$ cat src/hw/fsab_mem_pkg.sv
`default_nettype none

package fsab_mem_pkg;

	typedef logic [63:0]  fsab_data_t;
	typedef logic [7:0]   fsab_mask_t;	// Set bit = byte not written
	typedef logic [30:0]  fsab_addr_t;	// Byte address
	typedef logic [3:0]   fsab_did_t;
	typedef logic [3:0]   fsab_len_t;	// Beats, 1 to 8
	typedef logic [0:0]   fsab_mode_t;
	typedef logic [127:0] mem_data_t;	// Two FSAB beats, lower first
	typedef logic [15:0]  mem_mask_t;
	typedef logic [2:0]   mem_cmd_t;

	typedef enum logic [1:0] {
		IDLE,
		ISSUE,
		WBURST
	} ctl_state_t;

	localparam fsab_mode_t FSAB_WRITE = 1'b1;
	localparam fsab_mode_t FSAB_READ  = 1'b0;

	localparam mem_cmd_t MEM_CMD_WRITE = 3'd0;
	localparam mem_cmd_t MEM_CMD_READ  = 3'd1;

	localparam int FSAB_LEN_MAX       = 8;
	localparam int FSAB_CREDITS       = 4;	// Requests outstanding at reset
	localparam int RD_MAX_OUTSTANDING = 2;
	localparam int WDATA_DEPTH        = FSAB_CREDITS * FSAB_LEN_MAX / 2;
	localparam int RDATA_DEPTH        = RD_MAX_OUTSTANDING * FSAB_LEN_MAX / 2;

	// Packed FIFO entry widths
	localparam int REQ_FIFO_W  = $bits(fsab_mode_t) + 2 * $bits(fsab_did_t) +
	                             $bits(fsab_addr_t) + $bits(fsab_len_t);
	localparam int WORD_FIFO_W = $bits(mem_data_t) + $bits(mem_mask_t);
	localparam int TAG_FIFO_W  = 2 * $bits(fsab_did_t) + $bits(fsab_len_t);

endpackage

`default_nettype wire
$ cat src/hw/fsab_mem.sv
`default_nettype none

module fsab_mem import fsab_mem_pkg::*; (
	input  logic       clk,
	input  logic       rst_b,
	// FSAB requests in
	input  logic       fsabo_valid,
	input  fsab_mode_t fsabo_mode,
	input  fsab_did_t  fsabo_did,
	input  fsab_did_t  fsabo_subdid,
	input  fsab_addr_t fsabo_addr,
	input  fsab_len_t  fsabo_len,
	input  fsab_data_t fsabo_data,
	input  fsab_mask_t fsabo_mask,
	output logic       fsabo_credit,
	// FSAB responses out
	output logic       fsabi_valid,
	output fsab_did_t  fsabi_did,
	output fsab_did_t  fsabi_subdid,
	output fsab_data_t fsabi_data,
	// DDR2 controller application port
	input  logic       phy_init_done,
	input  logic       app_af_afull,
	input  logic       app_wdf_afull,
	output logic       app_af_wren,
	output mem_cmd_t   app_af_cmd,
	output fsab_addr_t app_af_addr,
	output logic       app_wdf_wren,
	output mem_data_t  app_wdf_data,
	output mem_mask_t  app_wdf_mask,
	input  logic       rd_data_valid,
	input  mem_data_t  rd_data_fifo_out
);
	logic       req_ready;
	fsab_mode_t head_mode;
	fsab_did_t  head_did;
	fsab_did_t  head_subdid;
	fsab_addr_t head_addr;
	fsab_len_t  head_len;
	mem_data_t  word_data;
	mem_mask_t  word_mask;
	logic       req_pop;
	logic       word_pop;
	logic       rd_room;
	logic       rd_tag_push;
	fsab_did_t  rd_tag_did;
	fsab_did_t  rd_tag_subdid;
	fsab_len_t  rd_tag_len;

	fsab_write_capture u_capture (
		.clk, .rst_b,
		.fsabo_valid, .fsabo_mode, .fsabo_did, .fsabo_subdid,
		.fsabo_addr, .fsabo_len, .fsabo_data, .fsabo_mask,
		.req_pop, .word_pop, .req_ready,
		.head_mode, .head_did, .head_subdid, .head_addr, .head_len,
		.word_data, .word_mask
	);

	mem_cmd_ctl u_ctl (
		.clk, .rst_b,
		.req_ready, .head_mode, .head_did, .head_subdid, .head_addr, .head_len,
		.word_data, .word_mask,
		.phy_init_done, .app_af_afull, .app_wdf_afull, .rd_room,
		.req_pop, .word_pop,
		.app_af_wren, .app_af_cmd, .app_af_addr,
		.app_wdf_wren, .app_wdf_data, .app_wdf_mask,
		.fsabo_credit,
		.rd_tag_push, .rd_tag_did, .rd_tag_subdid, .rd_tag_len
	);

	read_return u_return (
		.clk, .rst_b,
		.rd_tag_push, .rd_tag_did, .rd_tag_subdid, .rd_tag_len,
		.rd_data_valid, .rd_data_fifo_out,
		.rd_room,
		.fsabi_valid, .fsabi_did, .fsabi_subdid, .fsabi_data
	);

endmodule

`default_nettype wire

$ cat src/hw/read_return.sv
`default_nettype none

module read_return import fsab_mem_pkg::*; (
	input  logic       clk,
	input  logic       rst_b,
	input  logic       rd_tag_push,
	input  fsab_did_t  rd_tag_did,
	input  fsab_did_t  rd_tag_subdid,
	input  fsab_len_t  rd_tag_len,
	input  logic       rd_data_valid,
	input  mem_data_t  rd_data_fifo_out,
	output logic       rd_room,
	output logic       fsabi_valid,
	output fsab_did_t  fsabi_did,
	output fsab_did_t  fsabi_subdid,
	output fsab_data_t fsabi_data
);
	localparam int OCW = $clog2(RD_MAX_OUTSTANDING + 1);
	localparam int DCW = $clog2(RDATA_DEPTH + 1);

	logic [OCW-1:0] outstanding;	// Reads issued and not yet returned
	logic [DCW-1:0] data_count;
	logic           tag_empty;
	logic           tag_pop;
	logic           tag_loaded;	// Head tag sits on the FIFO output
	fsab_len_t      tag_len;
	fsab_len_t      words_needed;
	fsab_len_t      beats_rem;
	logic           busy;
	logic           upper;	// Upper half of current word
	logic           start;
	logic           word_pop;
	logic           resp_done;
	mem_data_t      word;

	assign rd_room      = (outstanding < OCW'(RD_MAX_OUTSTANDING));
	assign words_needed = fsab_len_t'((tag_len + 4'd1) >> 1);
	assign tag_pop      = !tag_loaded && !tag_empty;
	assign start        = tag_loaded && !busy && (data_count >= DCW'(words_needed));
	assign resp_done    = busy && (beats_rem == 4'd1);

	// Next word comes out as the upper half goes
	assign word_pop = start || (busy && upper && !resp_done);

	assign fsabi_valid = busy;
	assign fsabi_data  = upper ? word[127:64] : word[63:0];

	always_ff @(posedge clk or negedge rst_b) begin
		if (!rst_b) begin
			outstanding <= '0;
			tag_loaded  <= 1'b0;
			busy        <= 1'b0;
			upper       <= 1'b0;
			beats_rem   <= '0;
		end else begin
			if (rd_tag_push && !resp_done)
				outstanding <= outstanding + 1'b1;
			else if (resp_done && !rd_tag_push)
				outstanding <= outstanding - 1'b1;
			if (tag_pop)
				tag_loaded <= 1'b1;
			else if (resp_done)
				tag_loaded <= 1'b0;
			if (start) begin
				busy      <= 1'b1;
				beats_rem <= tag_len;
				upper     <= 1'b0;
			end else if (busy) begin
				beats_rem <= beats_rem - 1'b1;
				upper     <= !upper;
				if (resp_done)
					busy <= 1'b0;
			end
		end
	end

	sync_fifo #(.WIDTH(TAG_FIFO_W), .DEPTH(RD_MAX_OUTSTANDING)) tag_fifo (
		.clk   (clk),
		.rst_b (rst_b),
		.wr    (rd_tag_push),
		.wdata ({rd_tag_did, rd_tag_subdid, rd_tag_len}),
		.rd    (tag_pop),
		.rdata ({fsabi_did, fsabi_subdid, tag_len}),
		.count (),
		.full  (),
		.empty (tag_empty)
	);

	sync_fifo #(.WIDTH($bits(mem_data_t)), .DEPTH(RDATA_DEPTH)) data_fifo (
		.clk   (clk),
		.rst_b (rst_b),
		.wr    (rd_data_valid),
		.wdata (rd_data_fifo_out),
		.rd    (word_pop),
		.rdata (word),
		.count (data_count),
		.full  (),
		.empty ()
	);

endmodule

`default_nettype wire

$ cat src/hw/mem_cmd_ctl.sv
`default_nettype none

module mem_cmd_ctl import fsab_mem_pkg::*; (
	input  logic       clk,
	input  logic       rst_b,
	input  logic       req_ready,
	input  fsab_mode_t head_mode,
	input  fsab_did_t  head_did,
	input  fsab_did_t  head_subdid,
	input  fsab_addr_t head_addr,
	input  fsab_len_t  head_len,
	input  mem_data_t  word_data,
	input  mem_mask_t  word_mask,
	input  logic       phy_init_done,
	input  logic       app_af_afull,
	input  logic       app_wdf_afull,
	input  logic       rd_room,
	output logic       req_pop,
	output logic       word_pop,
	output logic       app_af_wren,
	output mem_cmd_t   app_af_cmd,
	output fsab_addr_t app_af_addr,
	output logic       app_wdf_wren,
	output mem_data_t  app_wdf_data,
	output mem_mask_t  app_wdf_mask,
	output logic       fsabo_credit,
	output logic       rd_tag_push,
	output fsab_did_t  rd_tag_did,
	output fsab_did_t  rd_tag_subdid,
	output fsab_len_t  rd_tag_len
);
	ctl_state_t state;
	fsab_len_t  words_rem;	// Memory words left in the burst
	logic       is_write;
	logic       can_issue;
	logic       issue;
	logic       last_word;

	assign is_write  = (head_mode == FSAB_WRITE);
	assign can_issue = phy_init_done && !app_af_afull && (is_write || rd_room);
	assign issue     = (state == ISSUE) && can_issue;

	// Head fields are valid from the cycle after req_pop
	assign req_pop     = (state == IDLE) && req_ready;
	assign app_af_wren = issue;
	assign app_af_cmd  = is_write ? MEM_CMD_WRITE : MEM_CMD_READ;
	assign app_af_addr = head_addr;

	assign app_wdf_wren = (state == WBURST) && !app_wdf_afull;
	assign app_wdf_data = word_data;
	assign app_wdf_mask = word_mask;
	assign last_word    = app_wdf_wren && (words_rem == 4'd1);

	// First word is fetched at issue, the rest one ahead of use
	assign word_pop = (issue && is_write) || (app_wdf_wren && !last_word);

	assign rd_tag_push   = issue && !is_write;
	assign rd_tag_did    = head_did;
	assign rd_tag_subdid = head_subdid;
	assign rd_tag_len    = head_len;

	always_ff @(posedge clk or negedge rst_b) begin
		if (!rst_b) begin
			state        <= IDLE;
			words_rem    <= '0;
			fsabo_credit <= 1'b0;
		end else begin
			fsabo_credit <= rd_tag_push || last_word;	// Request has left the bridge
			case (state)
				IDLE: begin
					if (req_ready)
						state <= ISSUE;
				end
				ISSUE: begin
					if (can_issue) begin
						state     <= is_write ? WBURST : IDLE;
						words_rem <= fsab_len_t'((head_len + 4'd1) >> 1);
					end
				end
				WBURST: begin
					if (app_wdf_wren) begin
						words_rem <= words_rem - 1'b1;
						if (last_word)
							state <= IDLE;
					end
				end
				default: state <= IDLE;
			endcase
		end
	end

endmodule

`default_nettype wire

$ cat src/hw/fsab_write_capture.sv
`default_nettype none

module fsab_write_capture import fsab_mem_pkg::*; (
	input  logic       clk,
	input  logic       rst_b,
	input  logic       fsabo_valid,
	input  fsab_mode_t fsabo_mode,
	input  fsab_did_t  fsabo_did,
	input  fsab_did_t  fsabo_subdid,
	input  fsab_addr_t fsabo_addr,
	input  fsab_len_t  fsabo_len,
	input  fsab_data_t fsabo_data,
	input  fsab_mask_t fsabo_mask,
	input  logic       req_pop,
	input  logic       word_pop,
	output logic       req_ready,
	output fsab_mode_t head_mode,
	output fsab_did_t  head_did,
	output fsab_did_t  head_subdid,
	output fsab_addr_t head_addr,
	output fsab_len_t  head_len,
	output mem_data_t  word_data,
	output mem_mask_t  word_mask
);
	fsab_len_t                         beats_rem;	// Beats left in current write
	logic                              half;	// Lower beat waiting in prev
	fsab_data_t                        prev_data;
	fsab_mask_t                        prev_mask;
	logic [$clog2(FSAB_CREDITS+1)-1:0] queued;	// Fully captured requests
	logic                              new_req;
	logic                              wr_beat;
	logic                              last_beat;
	logic                              word_push;
	logic                              req_done;
	mem_data_t                         push_data;
	mem_mask_t                         push_mask;
	logic [REQ_FIFO_W-1:0]             req_rdata;

	assign new_req   = fsabo_valid && (beats_rem == '0);
	assign wr_beat   = fsabo_valid && ((beats_rem != '0) || (fsabo_mode == FSAB_WRITE));
	assign last_beat = new_req ? (fsabo_len == 4'd1) : (beats_rem == 4'd1);
	assign word_push = wr_beat && (half || last_beat);
	assign req_done  = (new_req && (fsabo_mode == FSAB_READ)) || (wr_beat && last_beat);

	// Odd tail leaves the upper half fully masked
	assign push_data = half ? {fsabo_data, prev_data} : {fsab_data_t'(0), fsabo_data};
	assign push_mask = half ? {fsabo_mask, prev_mask} :
	                          {{$bits(fsab_mask_t){1'b1}}, fsabo_mask};

	assign req_ready = (queued != '0);

	always_ff @(posedge clk or negedge rst_b) begin
		if (!rst_b) begin
			beats_rem <= '0;
			half      <= 1'b0;
			queued    <= '0;
		end else begin
			if (new_req && (fsabo_mode == FSAB_WRITE))
				beats_rem <= fsabo_len - 1'b1;	// Header beat counts as one
			else if (fsabo_valid && (beats_rem != '0))
				beats_rem <= beats_rem - 1'b1;
			if (wr_beat)
				half <= !half && !last_beat;
			if (req_done && !req_pop)
				queued <= queued + 1'b1;
			else if (req_pop && !req_done)
				queued <= queued - 1'b1;
		end
	end

	always_ff @(posedge clk) begin
		if (wr_beat && !half) begin
			prev_data <= fsabo_data;
			prev_mask <= fsabo_mask;
		end
	end

	sync_fifo #(.WIDTH(REQ_FIFO_W), .DEPTH(FSAB_CREDITS)) req_fifo (
		.clk   (clk),
		.rst_b (rst_b),
		.wr    (new_req),
		.wdata ({fsabo_mode, fsabo_did, fsabo_subdid, fsabo_addr, fsabo_len}),
		.rd    (req_pop),
		.rdata (req_rdata),
		.count (),
		.full  (),
		.empty ()
	);

	assign {head_mode, head_did, head_subdid, head_addr, head_len} = req_rdata;

	sync_fifo #(.WIDTH(WORD_FIFO_W), .DEPTH(WDATA_DEPTH)) word_fifo (
		.clk   (clk),
		.rst_b (rst_b),
		.wr    (word_push),
		.wdata ({push_data, push_mask}),
		.rd    (word_pop),
		.rdata ({word_data, word_mask}),
		.count (),
		.full  (),
		.empty ()
	);

endmodule

`default_nettype wire

$ cat src/hw/sync_fifo.sv
`default_nettype none

module sync_fifo #(
	parameter int WIDTH = 8,
	parameter int DEPTH = 4
) (
	input  logic                       clk,
	input  logic                       rst_b,
	input  logic                       wr,
	input  logic [WIDTH-1:0]           wdata,
	input  logic                       rd,
	output logic [WIDTH-1:0]           rdata,
	output logic [$clog2(DEPTH+1)-1:0] count,
	output logic                       full,
	output logic                       empty
);
	localparam int AW = (DEPTH > 1) ? $clog2(DEPTH) : 1;

	logic [WIDTH-1:0] mem [DEPTH];
	logic [AW-1:0]    wr_ptr;
	logic [AW-1:0]    rd_ptr;
	logic             do_wr;
	logic             do_rd;

	assign full  = (count == ($clog2(DEPTH+1))'(DEPTH));
	assign empty = (count == '0);
	assign do_wr = wr && !full;	// Overflow drops the entry
	assign do_rd = rd && !empty;

	always_ff @(posedge clk or negedge rst_b) begin
		if (!rst_b) begin
			wr_ptr <= '0;
			rd_ptr <= '0;
			count  <= '0;
		end else begin
			if (do_wr)
				wr_ptr <= (wr_ptr == AW'(DEPTH - 1)) ? '0 : wr_ptr + 1'b1;
			if (do_rd)
				rd_ptr <= (rd_ptr == AW'(DEPTH - 1)) ? '0 : rd_ptr + 1'b1;
			if (do_wr && !do_rd)
				count <= count + 1'b1;
			else if (do_rd && !do_wr)
				count <= count - 1'b1;
		end
	end

	always_ff @(posedge clk) begin
		if (do_wr)
			mem[wr_ptr] <= wdata;
		if (do_rd)
			rdata <= mem[rd_ptr];	// Holds until next read
	end

endmodule

`default_nettype wire

$ cat config.mk
export PLATFORM = sky130hd
export DESIGN_NAME = fsab_mem
export DESIGN_NICKNAME = d
export VERILOG_FILES = /design/src/hw/fsab_mem_pkg.sv /design/src/hw/fsab_mem.sv /design/src/hw/read_return.sv /design/src/hw/mem_cmd_ctl.sv /design/src/hw/fsab_write_capture.sv /design/src/hw/sync_fifo.sv
export SDC_FILE = /design/constraint.sdc
export NUM_CORES = 2
export LEC_CHECK = 0
export ABC_AREA = 0
export CAP_MARGIN = 20
export CORE_UTILIZATION = 40
export CTS_CLUSTER_DIAMETER = 150
export CTS_CLUSTER_SIZE = 8
export DETAILED_ROUTE_END_ITERATION = 16
export DONT_BUFFER_PORTS = 1
export GPL_ROUTABILITY_DRIVEN = 0
export HOLD_SLACK_MARGIN = 0.06
export PLACE_DENSITY_LB_ADDON = 0.3
export SYNTH_ARGS = -nofsm -noshare
export SYNTH_HDL_FRONTEND = slang
export SYNTH_HIERARCHICAL = 1
export SYNTH_SLANG_ARGS = --single-unit
$ cat constraint.sdc
create_clock -name clk -period 21.8 [get_ports clk]
set_clock_uncertainty 0.2 [all_clocks]
set_input_delay 1.09 -clock clk [delete_from_list [all_inputs] [get_ports clk]]
set_output_delay 1.09 -clock clk [all_outputs]
set_load 0.02 [all_outputs]
==> run_results.csv <==
group,metric,value,unit
run_status,status,"finished, final reports clean",
die,die_w,621,um
critical_path,reg2reg_setup_slack,17.03,ns
cts,h-tree-depth,6,
die,die_y,621,um
die,die_area,386000,um^2
die,initial_core_util,40.2,%
cells_and_area,layout_common_cells,"3,928 x edfxtp_1, 631 x mux4_2, 574 x clkbuf_16",
cts,clock-sinks,3986,
cells_and_area,finalNetCount,7797,
critical_path,crit_end,"u_capture/word_fifo/rdata[36]$_DFFE_PP_",
sta,fmax,210,MHz
global_route,antenna_found_initial,54,
route,ant_nets,0,
route,viasPerCell,5.64,
place,hpwl,191,mm
cts,numCtsBuffers,570,
sta,finalSetupViolations,0,
logic_synthesis,avgSynthCellArea,21.6,um^2
logic_synthesis,yosysWarnings,6,
critical_path,required,22.32,ns
cts,path_clk_slew,0.05,ns
route,wl_per_cell,29.7,um
critical_path,startpoint,"u_capture/word_fifo/rd_ptr[0]$_DFFE_PN0P_",
cts,root_buffer,"clkbuf_16",
place,io_buffers,0,
sta,relSlewSlack,21.7,%
cells_and_area,ff_latch_area,119000,um^2
sta,tightest_slew,1.17,ns
sta,period_share,21.9,%
logic_synthesis,synthesis.area,153000,um^2
route,m1WireLength,154,mm
sta,rsz0062_at_grt,"no",
global_route,grt_pass1_vias,74839,
critical_path,end_kind,"flip-flop",
cts,cts_tree,"built",
global_route,grt_overflow_total,0,
cells_and_area,stdcell_area,176000,um^2
route,finalWirelength,377,mm
critical_path,critPathLaunchType,"flip-flop",
cts,post_cts_resized,0,
logic_synthesis,syn_inst,7087,
power,peakVddDrop,122,uV
job,maxCapViolations,0,
route,via_count,71523,
route,drc,0,
sta,finalCriticalPeriod,4.77,ns
cells_and_area,drive_gt1_share,22.8,%
global_route,grt_max_degree,146,
die,rows,227,
critical_path,r2r-end,"u_capture/word_fifo/rdata[36]$_DFFE_PP_",
route,drtIter0Drc,6277,
cells_and_area,layout_commonest_cell,"edfxtp_1",
cells_and_area,multi_input_area,30500,um^2
critical_path,arrival,5.29,ns
cts,clockBufferDepth,4,
route,wl_met2,187,mm
cells_and_area,n_fill_cell,31172,
critical_path,critPathKind,"reg -> reg",
cells_and_area,syn2layout_area_growth,14.7,%
die,core,382000,um^2
sta,finalHoldViolCount,0,
sta,slew_violations,0,
route,met3_length,27.0,mm
global_route,track_usage,19.2,%
cts,hold_buffers,248,
route,dr.pass1.iters,5,
min_path,hold_class,"in -> reg",
die,ioPinCount,505,
cts,cts_setup_buffers,0,
cts,clk_latency,1.02,ns
critical_path,r2r_cells,7,
place,place_area,158000,um^2
sta,tns,0,ns
power,p_per_area,135,nW/um^2
critical_path,rr_startpoint,"u_capture/word_fifo/rd_ptr[0]$_DFFE_PN0P_",
power,p_leak,56.1,nW
global_route,grt_pass1_wl,541,mm
route,highest_layer,"met5",
critical_path,critPathMaxFanout,42,
## flip-flops by register name, summed over array words and instances (netlist names), 4 cells and up
signal                      count
u_return/tag_fifo/mem          24
u_return/beats_rem              4
u_capture/req_fifo/mem        176
u_capture/word_fifo/count       5
u_return/data_fifo/rdata      128
u_capture/word_fifo/rdata     144
u_capture/beats_rem             4
u_capture/word_fifo/wr_ptr      4
u_capture/prev_data            64
u_capture/prev_mask             8
u_return/tag_fifo/rdata        12
u_return/data_fifo/mem       1024
u_return/data_fifo/count        4
u_capture/word_fifo/rd_ptr      4
u_capture/word_fifo/mem      2304
u_ctl/words_rem                 4
u_capture/req_fifo/rdata       44
## critical path, stage by stage, from the launching register on
cell and delay [ns]:
dfrtp_4 0.79, buf_4 0.62, buf_4 0.82, buf_4 0.87
mux4_2 0.59, and2_1 0.17, o21ai_1 0.14, nand3_1 0.10
## layer usage
metal,global-route usage [%],vias up
met5,0,-
met2,32.2,2696
met3,4.06,557
met1,25.5,38570
li1,-,29670
met4,4.84,30
## worst min path at each step
stage	from	to	slack (ns)	depth (start not counted)
final	fsabo_valid	u_capture/half$_DFFE_PN0P_	0.15	2
after global routing	fsabo_valid	u_capture/half$_DFFE_PN0P_	0.10	2
after CTS	fsabo_valid	u_capture/half$_DFFE_PN0P_	0.06	2
after detailed placement	u_capture/req_fifo/rdata[36]$_DFFE_PP_	u_return/tag_fifo/mem[1][5]$_DFFE_PP_	0.24	0
after global placement	u_capture/req_fifo/rdata[36]$_DFFE_PP_	u_return/tag_fifo/mem[0][5]$_DFFE_PP_	0.22	0
after floorplan	u_capture/queued[2]$_DFFE_PN0P_	u_capture/queued[2]$_DFFE_PN0P_	0.24	1
## layout make-up
| type | count | area share [%] |
|---|---|---|
| inverters | 35 | 0.0860 |
| well taps | 5038 | 3.58 |
| flip-flops and latches | 3986 | 67.9 |
| clock buffers | 622 | 8.26 |
| repair buffers | 371 | 2.10 |
| multi-input cells | 2538 | 17.3 |
| clock inverters | 59 | 0.722 |
| diodes | 33 | 0.0469 |
## stage by stage
stage | instances | hold slack (ns) | power, mW | worst slack (ns) | utilization, %
2_1_floorplan | 7088 | 0.235 | 14.6 | 7.36 | -
4_1_cts | 12647 | 0.0614 | 24.1 | 16.86 | 46.0
5_1_grt | 12663 | 0.101 | 24.7 | 16.61 | 46.1
6_report | 12682 | 0.150 | 23.8 | 17.03 | 46.1
3_5_place_dp | 11718 | 0.236 | 16.1 | 16.33 | 41.2
3_3_place_gp | 11718 | 0.224 | 16.0 | 16.24 | 41.2
## power breakdown
group / switching (mW) / total (mW) / internal [mW]
Clock: 3.17 / 7.90 / 4.73
Combinational: 3.35 / 5.52 / 2.18
Sequential: 0.567 / 10.4 / 9.85
Power figures use the tool's default switching activity.
